<file path="config.mk">
export PLATFORM = sky130hd
export DESIGN_NAME = mmio_top
export DESIGN_NICKNAME = d
export VERILOG_FILES = /design/src/mmio_pkg.sv /design/src/mmio_top.sv /design/src/sys_timer.sv /design/src/sysinfo_regs.sv /design/src/mmio_apb_bridge.sv
export SDC_FILE = /design/constraint.sdc
export NUM_CORES = 1
export LEC_CHECK = 0
export ABC_AREA = 1
export BUFFER_PORTS_ARGS = -buffer_cell sky130_fd_sc_hd__buf_4
export CAP_MARGIN = 5
export CORE_ASPECT_RATIO = 0.8
export CORE_MARGIN = 2
export CORE_UTILIZATION = 40
export CTS_BUF_LIST = sky130_fd_sc_hd__clkbuf_16
export CTS_CLUSTER_DIAMETER = 60
export DETAILED_ROUTE_END_ITERATION = 7
export MAX_ROUTING_LAYER = met4
export PLACE_DENSITY_LB_ADDON = 0.3
export RECOVER_POWER = 100
export SLEW_MARGIN = 10
export SYNTH_ARGS = -nofsm -noshare
export SYNTH_HDL_FRONTEND = slang
export SYNTH_SLANG_ARGS = --single-unit
</file>
<file path="constraint.sdc">
create_clock -name sys_clk -period 4.1 [get_ports sys_clk]
set_input_delay 0.205 -clock sys_clk [delete_from_list [all_inputs] [get_ports sys_clk]]
set_output_delay 0.205 -clock sys_clk [all_outputs]
set_load 0.005 [all_outputs]
</file>
<file path="src/mmio_pkg.sv">
/* Constants for one fixed system configuration; the modules take no parameters.
   Region codes cover paddr[11:8] only, and unlisted nibbles decode to region_none. */

package mmio_pkg;

    // ============================================================
    // Bus widths
    // ============================================================
    localparam int mmio_addr_w = 12;
    localparam int mmio_data_w = 64;
    localparam int reg_idx_w   = 4;

    // Width of the region field at the top of the address
    localparam int region_w    = 4;

    // ============================================================
    // Address regions
    // ============================================================
    typedef enum logic [region_w-1:0] {
        region_none    = 4'h0,
        region_timer   = 4'h1,
        region_sysinfo = 4'h3
    } mmio_region_e;

    // ============================================================
    // Timer register map
    // ============================================================
    typedef enum logic [reg_idx_w-1:0] {
        timer_count   = 4'd0,
        timer_compare = 4'd1,
        timer_ctrl    = 4'd2,
        timer_status  = 4'd3
    } timer_reg_e;

    // Control and status bit positions
    localparam int ctrl_cnt_en_bit  = 0;
    localparam int ctrl_irq_en_bit  = 1;
    localparam int status_match_bit = 0;

    // ============================================================
    // System information register map
    // ============================================================
    typedef enum logic [reg_idx_w-1:0] {
        info_mem_size     = 4'd0,
        info_num_cores    = 4'd1,
        info_num_clusters = 4'd2,
        info_clock_hz     = 4'd3,
        info_num_full     = 4'd4,
        info_uptime       = 4'd5
    } sysinfo_reg_e;

    // System constants, already sized to the data bus
    localparam logic [mmio_data_w-1:0] mem_size_bytes = 64'd4194304;
    localparam logic [mmio_data_w-1:0] num_cores      = 64'd4;
    localparam logic [mmio_data_w-1:0] num_clusters   = 64'd3;
    localparam logic [mmio_data_w-1:0] clock_hz       = 64'd100000000;

endpackage
</file>
<file path="src/mmio_top.sv">
/* MMIO slice of the SoC: APB bridge, timer at 0x100, system info at 0x300.
   Everything else in the 12-bit space answers with pslverr. */

`timescale 1ns/1ps

module mmio_top (
    input  logic                               sys_clk,
    input  logic                               sys_rst_n,

    // APB slave port
    input  logic                               psel,
    input  logic                               penable,
    input  logic                               pwrite,
    input  logic [mmio_pkg::mmio_addr_w-1:0]   paddr,
    input  logic [mmio_pkg::mmio_data_w-1:0]   pwdata,
    output logic [mmio_pkg::mmio_data_w-1:0]   prdata,
    output logic                               pready,
    output logic                               pslverr,

    // Timer interrupt, level
    output logic                               timer_irq
);

    import mmio_pkg::*;

    // Bridge to peripherals
    logic [reg_idx_w-1:0]   reg_idx;
    logic [mmio_data_w-1:0] wdata;
    logic                   timer_wen;
    logic [mmio_data_w-1:0] timer_rdata;
    logic [mmio_data_w-1:0] info_rdata;

    // ============================================================
    // APB decode and response
    // ============================================================
    mmio_apb_bridge u_bridge (
        .sys_clk     (sys_clk),
        .sys_rst_n   (sys_rst_n),
        .psel        (psel),
        .penable     (penable),
        .pwrite      (pwrite),
        .paddr       (paddr),
        .pwdata      (pwdata),
        .prdata      (prdata),
        .pready      (pready),
        .pslverr     (pslverr),
        .reg_idx     (reg_idx),
        .wdata       (wdata),
        .timer_wen   (timer_wen),
        .timer_rdata (timer_rdata),
        .info_rdata  (info_rdata)
    );

    // ============================================================
    // Peripherals
    // ============================================================
    sysinfo_regs u_sysinfo (
        .sys_clk    (sys_clk),
        .sys_rst_n  (sys_rst_n),
        .reg_idx    (reg_idx),
        .info_rdata (info_rdata)
    );

    sys_timer u_timer (
        .sys_clk     (sys_clk),
        .sys_rst_n   (sys_rst_n),
        .reg_idx     (reg_idx),
        .wdata       (wdata),
        .timer_wen   (timer_wen),
        .timer_rdata (timer_rdata),
        .timer_irq   (timer_irq)
    );

endmodule

</file>
<file path="src/sys_timer.sv">
/* 64-bit timer with a compare match; count wraps silently at the top.
   timer_irq is a level, held until the match flag is cleared by writing 1. */

`timescale 1ns/1ps

module sys_timer (
    input  logic                               sys_clk,
    input  logic                               sys_rst_n,
    input  logic [mmio_pkg::reg_idx_w-1:0]     reg_idx,
    input  logic [mmio_pkg::mmio_data_w-1:0]   wdata,
    input  logic                               timer_wen,
    output logic [mmio_pkg::mmio_data_w-1:0]   timer_rdata,
    output logic                               timer_irq
);

    import mmio_pkg::*;

    // Register state
    logic [mmio_data_w-1:0] count_q;
    logic [mmio_data_w-1:0] compare_q;
    logic                   cnt_en_q;
    logic                   irq_en_q;
    logic                   match_q;

    // Next-state values
    logic [mmio_data_w-1:0] count_d;
    logic [mmio_data_w-1:0] compare_d;
    logic                   cnt_en_d;
    logic                   irq_en_d;
    logic                   match_d;

    // ============================================================
    // Next-state logic
    // ============================================================
    always_comb begin
        count_d   = count_q;
        compare_d = compare_q;
        cnt_en_d  = cnt_en_q;
        irq_en_d  = irq_en_q;
        match_d   = match_q;

        if (cnt_en_q) begin
            count_d = count_q + 1'b1;
        end

        // A bus write overrides the increment on the same edge
        if (timer_wen) begin
            case (reg_idx)
                timer_count:   count_d   = wdata;
                timer_compare: compare_d = wdata;
                timer_ctrl: begin
                    cnt_en_d = wdata[ctrl_cnt_en_bit];
                    irq_en_d = wdata[ctrl_irq_en_bit];
                end
                timer_status: begin
                    if (wdata[status_match_bit]) begin
                        match_d = 1'b0;
                    end
                end
                default: ;
            endcase
        end

        // A new match wins over a clear in the same cycle
        if (cnt_en_q && (count_q == compare_q)) begin
            match_d = 1'b1;
        end
    end

    // ============================================================
    // Registers
    // ============================================================
    always_ff @(posedge sys_clk) begin
        if (!sys_rst_n) begin
            count_q   <= '0;
            compare_q <= '0;
            cnt_en_q  <= 1'b0;
            irq_en_q  <= 1'b0;
            match_q   <= 1'b0;
            timer_irq <= 1'b0;
        end else begin
            count_q   <= count_d;
            compare_q <= compare_d;
            cnt_en_q  <= cnt_en_d;
            irq_en_q  <= irq_en_d;
            match_q   <= match_d;
            // Built from next-state values so it tracks flag and enable exactly
            timer_irq <= match_d && irq_en_d;
        end
    end

    // ============================================================
    // Read mux
    // ============================================================
    always_comb begin
        timer_rdata = '0;
        case (reg_idx)
            timer_count:   timer_rdata = count_q;
            timer_compare: timer_rdata = compare_q;
            timer_ctrl: begin
                timer_rdata[ctrl_cnt_en_bit] = cnt_en_q;
                timer_rdata[ctrl_irq_en_bit] = irq_en_q;
            end
            timer_status:  timer_rdata[status_match_bit] = match_q;
            default:       timer_rdata = '0;
        endcase
    end

endmodule

</file>
<file path="src/sysinfo_regs.sv">
/* Read-only system information; read data is combinational on reg_idx.
   Uptime is a 64-bit cycle count since the last reset. */

`timescale 1ns/1ps

module sysinfo_regs (
    input  logic                               sys_clk,
    input  logic                               sys_rst_n,
    input  logic [mmio_pkg::reg_idx_w-1:0]     reg_idx,
    output logic [mmio_pkg::mmio_data_w-1:0]   info_rdata
);

    import mmio_pkg::*;

    logic [mmio_data_w-1:0] uptime;

    // ============================================================
    // Uptime counter
    // ============================================================
    always_ff @(posedge sys_clk) begin
        if (!sys_rst_n) begin
            uptime <= '0;
        end else begin
            uptime <= uptime + 1'b1;
        end
    end

    // ============================================================
    // Read mux
    // ============================================================
    always_comb begin
        case (reg_idx)
            info_mem_size:     info_rdata = mem_size_bytes;
            info_num_cores:    info_rdata = num_cores;
            info_num_clusters: info_rdata = num_clusters;
            info_clock_hz:     info_rdata = clock_hz;
            // All cores are full cores in this system
            info_num_full:     info_rdata = num_cores;
            info_uptime:       info_rdata = uptime;
            default:           info_rdata = '0;
        endcase
    end

endmodule

</file>
<file path="src/mmio_apb_bridge.sv">
/* APB slave with no wait states; every transfer takes setup plus one access cycle.
   prdata and pslverr are meaningful only in the completing cycle. */

`timescale 1ns/1ps

module mmio_apb_bridge (
    input  logic                               sys_clk,
    input  logic                               sys_rst_n,

    // APB slave port
    input  logic                               psel,
    input  logic                               penable,
    input  logic                               pwrite,
    input  logic [mmio_pkg::mmio_addr_w-1:0]   paddr,
    input  logic [mmio_pkg::mmio_data_w-1:0]   pwdata,
    output logic [mmio_pkg::mmio_data_w-1:0]   prdata,
    output logic                               pready,
    output logic                               pslverr,

    // Peripheral side
    output logic [mmio_pkg::reg_idx_w-1:0]     reg_idx,
    output logic [mmio_pkg::mmio_data_w-1:0]   wdata,
    output logic                               timer_wen,
    input  logic [mmio_pkg::mmio_data_w-1:0]   timer_rdata,
    input  logic [mmio_pkg::mmio_data_w-1:0]   info_rdata
);

    import mmio_pkg::*;

    mmio_region_e             region;
    logic                     access;
    logic                     decode_err;
    logic [mmio_data_w-1:0]   rd_mux;

    // ============================================================
    // Region decode
    // ============================================================
    // Only the top nibble selects a peripheral, the middle bits are ignored
    always_comb begin
        case (paddr[mmio_addr_w-1 -: region_w])
            region_timer:   region = region_timer;
            region_sysinfo: region = region_sysinfo;
            default:        region = region_none;
        endcase
    end

    // Unmapped space, or a write into the read-only info block
    assign decode_err = (region == region_none) ||
                        ((region == region_sysinfo) && pwrite);

    // ============================================================
    // Handshake
    // ============================================================
    // pready goes high in the cycle right after setup and drops again
    always_ff @(posedge sys_clk) begin
        if (!sys_rst_n) begin
            pready <= 1'b0;
        end else begin
            pready <= psel && !penable;
        end
    end

    // Completing cycle of a transfer
    assign access = psel && penable && pready;

    // One-cycle write strobe, lands on the completing edge
    assign timer_wen = access && pwrite && (region == region_timer);

    // Register index and write data go to both peripherals unqualified
    assign reg_idx = paddr[reg_idx_w-1:0];
    assign wdata   = pwdata;

    // ============================================================
    // Response
    // ============================================================
    always_comb begin
        rd_mux = '0;
        if (!pwrite) begin
            case (region)
                region_timer:   rd_mux = timer_rdata;
                region_sysinfo: rd_mux = info_rdata;
                default:        rd_mux = '0;
            endcase
        end
    end

    // Errors force the data to zero
    assign pslverr = access && decode_err;
    assign prdata  = (access && !decode_err) ? rd_mux : '0;

endmodule

</file>
; ---- Word level (Yosys, flattened, before mapping)
; Cells that the tools add are included.
[totals]
regBits = 197
in_bits = 81
output_inout_bits = 67
wordCells = 55
[classes]
addsub = 2
n_eq_ne = 10
n_mux = 17
n_reduce_logical = 18
[op_table]
columns = cell, n
row1 = 64-bit two-way mux, 5
row2 = 64-bit case mux with 5 select lines, 1
row3 = 64-bit by 1-bit adder with 64-bit output (second input constant), 2
row4 = 64-bit case mux with 2 select lines, 1
row5 = 62-bit case mux with 2 select lines, 1
row6 = 64-bit equality test, 1
row7 = 4-bit by 2-bit equality test with 1-bit output (second input constant), 3
row8 = 1-bit logical AND, 10
row9 = 4-bit by 1-bit equality test with 1-bit output (second input constant), 2
row10 = 4-bit by 3-bit equality test with 1-bit output (second input constant), 2
row11 = 4-bit zero test, 2
row12 = 1-bit two-way mux, 6
row13 = 1-bit case mux with 4 select lines, 1
row14 = 2-bit case mux with 2 select lines, 1
row15 = 2-bit AND reduction, 2
row16 = 1-bit case mux with 3 select lines, 1
row17 = 2-bit by 1-bit equality test with 1-bit output (second input constant), 1
row18 = 2-bit equality test (second input constant), 1
row19 = 1-bit zero test, 2
row20 = 2-bit OR reduction, 1
row21 = 1-bit logical OR, 1

; ---- Logic depth before layout (Yosys ltp)
[logic_depth]
word_depth = 8
depth_mapped = 13
ltp_nobuf = 13

; ---- Cells and area by module
; Synthesis repeated with hierarchy kept, for this count alone.
[hier_totals]
hier_cells = 2616
area_unflattened_um2 = 14891.8
[by_module_without_submodules]
columns = module, n_inst, cells_per_inst, area_each_um2, seq_area_each_um2
row1 = sys_timer, 1, 1422, 8500.7, 2642.5
row2 = sysinfo_regs, 1, 755, 4221.5, 1281.2
row3 = mmio_apb_bridge, 1, 439, 2169.6, 20.0

; ---- Worst setup path after synthesis
; No wires, ideal clock.
[synth_timing]
path_kind = flip-flop to flip-flop
start = reg u_sysinfo.uptime[0]
end = reg u_sysinfo.uptime[40]
setup_time_ns = 0.131
arrival_time_ns = 1.547
required_time_ns = 3.969
setup_slack_ns = 2.422
stages_incl_launch_ff = 11
n_path_buf = 0
synth_period_minus_slack_ns = 1.678
path_cell_list = dfxtp_1 > ha_1 > nand2_1 > nor2_4 > inv_2 > nor2_4 > nand2_2 > nor2_2 > nand2_1 > nor3_1 > nor3b_2
[synth_via]
elab_chain_len = 1
[synth_rtl]
columns = item, line
row1 = "start, declared", sysinfo_regs.sv:15  ; logic [mmio_data_w-1:0] uptime;
row2 = "start signal, assigned", sysinfo_regs.sv:24  ; uptime <= uptime + 1'b1;
row3 = 64-bit by 1-bit adder with 64-bit output, sysinfo_regs.sv:24
; Every way passes these cells.
; A chain may end at the register's enable or synchronous reset.

; ---- Worst setup path after layout
[layout_timing]
start = in penable
end = out prdata[36] in the netlist's numbering
[layout_via]
elab_chain_len = 4
[layout_rtl]
columns = item, line
row1 = "start, declared", mmio_top.sv:12  ; input logic penable,
row2 = 1-bit logical AND (2 in a row), mmio_apb_bridge.sv:64  ; assign access = psel && penable && pready;
row3 = 1-bit logical AND, mmio_apb_bridge.sv:89  ; assign prdata = (access && !decode_err) ? rd_mux : '0;
row4 = 64-bit two-way mux, mmio_apb_bridge.sv:89
row5 = "end, declared", mmio_top.sv:16  ; output logic [mmio_pkg::mmio_data_w-1:0] prdata,
; Every way passes these cells.

==> qor.txt <==
YOSYS
---------------------------------------------------------------------------------
Most used DFF post-synth                                                  dfxtp_1
Synthesized-area fraction occupied by xor and xnor cells                    2.24%
Leading post-synthesis cells by cell area                            dfxtp_1, nand2_1, inv_1
Avg Synthesized Cell Area                                              5.83 sq um
Asr flop ratio synth                                                           0%
Post-synthesis cell count                                                    2280
Top-count cell post-synth                                                 nand2_1
Adder-cell area share of the yosys netlist                                 0.188%
Portion of synthesized cell area occupied by the leading cell type          29.6%
Largest family of logic cells by synthesized area                    simple AND/OR/NAND/NOR gates
Synthesized flop and latch total                                              197
Sequential element share of the synthesized area                            29.6%
Ys Warns                                                                        0
Synth Area in Compound Gates                                                18.2%
Netlist area before placement                                        0.0133 sq mm
Most area-hungry cell type in the Yosys netlist                           dfxtp_1
Synth unique cells                                                             40
Simple logic cell fraction of the synthesized area                          36.7%
Portion of netlist area occupied by mux cells                                  0%
Post-synth EDFFs                                                                0
Synth top cells by count                                             nand2_1, inv_1, nor2_1, a21oi_1, dfxtp_1
Post-Synthesis Net Count                                                     2363

CTS
---------------------------------------------------------------------------------
Clock insertion delay at the later pin of the skew report                 0.46 ns
Root buffer selected by CTS                                             clkbuf_16
Post-CTS Setup Bufs                                                             0
Number of buffers added by the clock tree synthesis step                       17
CTS tree                                                                      yes
Count of clock tree sinks                                                     197
H-tree levels                                                                   4
Maximum root-to-sink buffer count                                               2
Clock transition at path regs                                             0.08 ns

SETUP PATH
---------------------------------------------------------------------------------
Count of buffer and inverter cells on the critical path                         5
Worst Path Class, Setup                                              input port to primary output
Critical path fanouts, max                                                     36
Kind of end point of the critical path                               primary output
Critical-path cell with the highest stage delay                           nand3_1
Launching element type of the critical path                            input port
Worst-case reg-to-reg path depth                                               10
CP Data Arrival Time                                                      3.14 ns
Required time worst endpoint                                              3.89 ns
Cell Chain, Critical Path                                            dlygate4sd3_1, clkbuf_4, nand3_1, inv_1, nand3_1, buf_4, a21oi_1, clkbuf_4
Cell type group with the largest total delay on the critical path    buffers and inverters
Launch instance of the worst register-to-register path               u_bridge.pready
Capture point of the worst reg-to-reg path                           u_timer.count_q[31]
Crit-path max cell delay                                                  0.94 ns
Register-to-Register Setup Slack                                          1.10 ns

POWER AND IR DROP
---------------------------------------------------------------------------------
Pwr/cell area                                                         251 mW/mm^2
Leakage Power                                                             5.80 nW
Max VDD drop                                                             0.223 mV

GLOBAL ROUTE
---------------------------------------------------------------------------------
Via count of the first global-routing pass                                  13700
Antenna violations before repair                                                0
Final global-route overflow total                                               0
Wire length of the first global-routing pass                             79700 um
Pin count of the biggest net entering global routing                           98
Gr usage total                                                              30.5%

DIE
---------------------------------------------------------------------------------
Row count                                                                      59
I/O pin count                                                                 148
Die outline height                                                         167 um
Die Outline Area                                                     0.0347 sq mm
Core area                                                            0.0326 sq mm
Die Wd                                                                     208 um
Effective utilization at floorplan                                          40.8%

HOLD PATH
---------------------------------------------------------------------------------
Class of the worst hold path                                         input port to flip-flop
Cell count of the worst hold path                                               3
Hold Path Origin                                                        pwdata[9]
Worst Hold Endpoint                                                  u_timer.compare_q[9]

PLACEMENT
---------------------------------------------------------------------------------
Dpl hpwl                                                                 40200 um
Number of buffers added on ports                                              143
Placer's final routability congestion estimate                              0.992

TIMING
---------------------------------------------------------------------------------
Number of endpoints with negative hold slack in the final report                0
Transition at the pin with the smallest max-transition slack              2.28 ns
Final setup fails                                                               0
Final slew viol count                                                         141
Unrepaired setup endpoints after global routing                             false
Fin Clk Skew                                                           0.00936 ns
Slew headroom                                                              -52.1%
Minimum clock period after layout                                         3.35 ns
Post-Route Setup TNS                                                         0 ns
Share of the cycle needed by the critical path after routing                81.7%
Fmax                                                                      299 MHz

FINISH
---------------------------------------------------------------------------------
Number of fill cells in the layout                                           3610
Number of nets in the layout                                                 2464
Multi-input combinational cell area                                  0.00759 sq mm
Fraction of layout cells with a size suffix above 1                         9.65%
Area growth syn-to-layout                                                   14.9%
Final design utilization                                                    46.8%
Area of all sequential standard cells                                0.00394 sq mm
Antenna diode instance count                                                    0

DRT
---------------------------------------------------------------------------------
Wire length on met2                                                      22800 um
Max layer used                                                               met4
Final wirelength                                                         52400 um
Routed wire per std cell                                                  18.6 um
Post-route met1 wirelength                                               24400 um
Antenna violation net count after detailed routing                              0
Number of DRC violations after detailed-routing iteration 0                  1506
Count of TritonRoute iterations in the first routing pass                       8
Total length of routed met3 wires                                         4180 um
Drt drc                                                                         0
Vias after detailed routing                                                 15100
Number of vias per cell                                                      5.37

STATUS
---------------------------------------------------------------------------------
Failing checks                                                       capacitance limit, slew limit
Outcome                                                              complete, but fails checks

RUN
---------------------------------------------------------------------------------
Total of max-cap violations                                                     2

==> cells in the final DEF, fill, tap and decap left out, types with 3 or more instances in the layout <==
| cell | instances |
|---|---|
| or2_0 | 10 |
| nor2_1 | 230 |
| dfxtp_1 | 197 |
| dlygate4sd3_1 | 9 |
| nand2_1 | 603 |
| nor3_2 | 5 |
| nor2_4 | 8 |
| buf_4 | 88 |
| a21oi_1 | 202 |
| inv_1 | 364 |
| clkinv_1 | 5 |
| clkinvlp_4 | 4 |
| xor2_1 | 25 |
| o21ai_1 | 3 |
| clkbuf_4 | 62 |
| o22ai_1 | 61 |
| a31oi_1 | 4 |
| inv_2 | 6 |
| nor3_1 | 42 |
| nand3_1 | 137 |
| o211ai_1 | 5 |
| nand4_1 | 57 |
| clkbuf_16 | 17 |
| o21ai_0 | 181 |
| nor2_2 | 21 |
| clkinv_2 | 3 |
| xnor2_1 | 9 |
| nor3b_1 | 4 |
| nand2_2 | 7 |
| clkbuf_1 | 4 |
==> sequential cells by signal (all words and copies together) (netlist names) <==
name               flops
u_bridge.pready        1
u_timer.match_q        1
u_timer.cnt_en_q       1
u_timer.irq_en_q       1
u_timer.timer_irq      1
u_sysinfo.uptime      64
u_timer.compare_q     64
u_timer.count_q       64
==> per-layer routing <==
metal  track usage (%)  up-vias
li1                  -     7507
met5                 -        -
met4              7.12        0
met2              44.9      538
met1              43.5     7041
met3              5.25       57
==> power breakdown <==
part | switching (mW) | internal (mW)
Clock | 0.839 | 0.891
Combinational | 0.112 | 0.0789
Sequential | 0.00406 | 1.91
Total | 0.956 | 2.88
==> how the worst max path moves through the flow <==
| stage | start | end | slack, ns | depth (start not counted) |
|---|---|---|---|---|
| 2_1_floorplan | u_sysinfo.uptime[0] | u_sysinfo.uptime[40] | 2.42 | 10 |
| 3_3_place_gp | paddr[3] | u_timer.count_q[31] | 1.26 | 10 |
| 3_5_place_dp | paddr[3] | u_timer.count_q[31] | 1.21 | 10 |
| 4_1_cts | penable | prdata[36] | 1.30 | 8 |
| 5_1_grt | penable | prdata[36] | 0.58 | 8 |
| 6_report | penable | prdata[36] | 0.75 | 8 |
==> worst min-delay path, stage by stage <==
cell	delay (ns)
buf_4	0.08
o21ai_0	0.07
a21oi_1	0.10
==> timing repair <==
action,CTS,global route
resized for setup,0,0
endpoints found under the setup margin,0,0
hold buffers,9,0
endpoints found under the hold margin,8,0
==> cells by family after synthesis <==
| group | Yosys count |
|---|---|
| adders and majority gates | 2 |
| AOI/OAI and AO/OA | 461 |
| DFF | 197 |
| buffers and inverters | 455 |
| xor gates and xnor gates | 34 |
| and+or+nand+nor | 1131 |
==> final cells by class <==
type                            count  share of cell area, %
Clock buffer                       17                   2.78
Clock inverter                     15                  0.900
Inverter                          371                   9.11
Multi-Input combinational cell   1628                   49.7
Sequential cell                   197                   25.8
Tap cell                          427                   3.50
Timing Repair Buffer              166                   8.25
==> through the flow <==
step | std cells | hold WS, ns | total power [mW] | setup slack, ns | cell area, sq um
finish | 2821 | 0.0221 | 3.84 | 0.752 | 15300
detailed placement | 2780 | 0.381 | 2.14 | 1.21 | 14700
CTS | 2821 | 0.00867 | 3.85 | 1.30 | 15400
global route | 2821 | 0.0177 | 3.96 | 0.582 | 15300
global placement | 2780 | 0.372 | 2.14 | 1.26 | 14700
floorplan | 2280 | 0.277 | 2.04 | 2.42 | 13300
(Power assumes the default switching activity.)
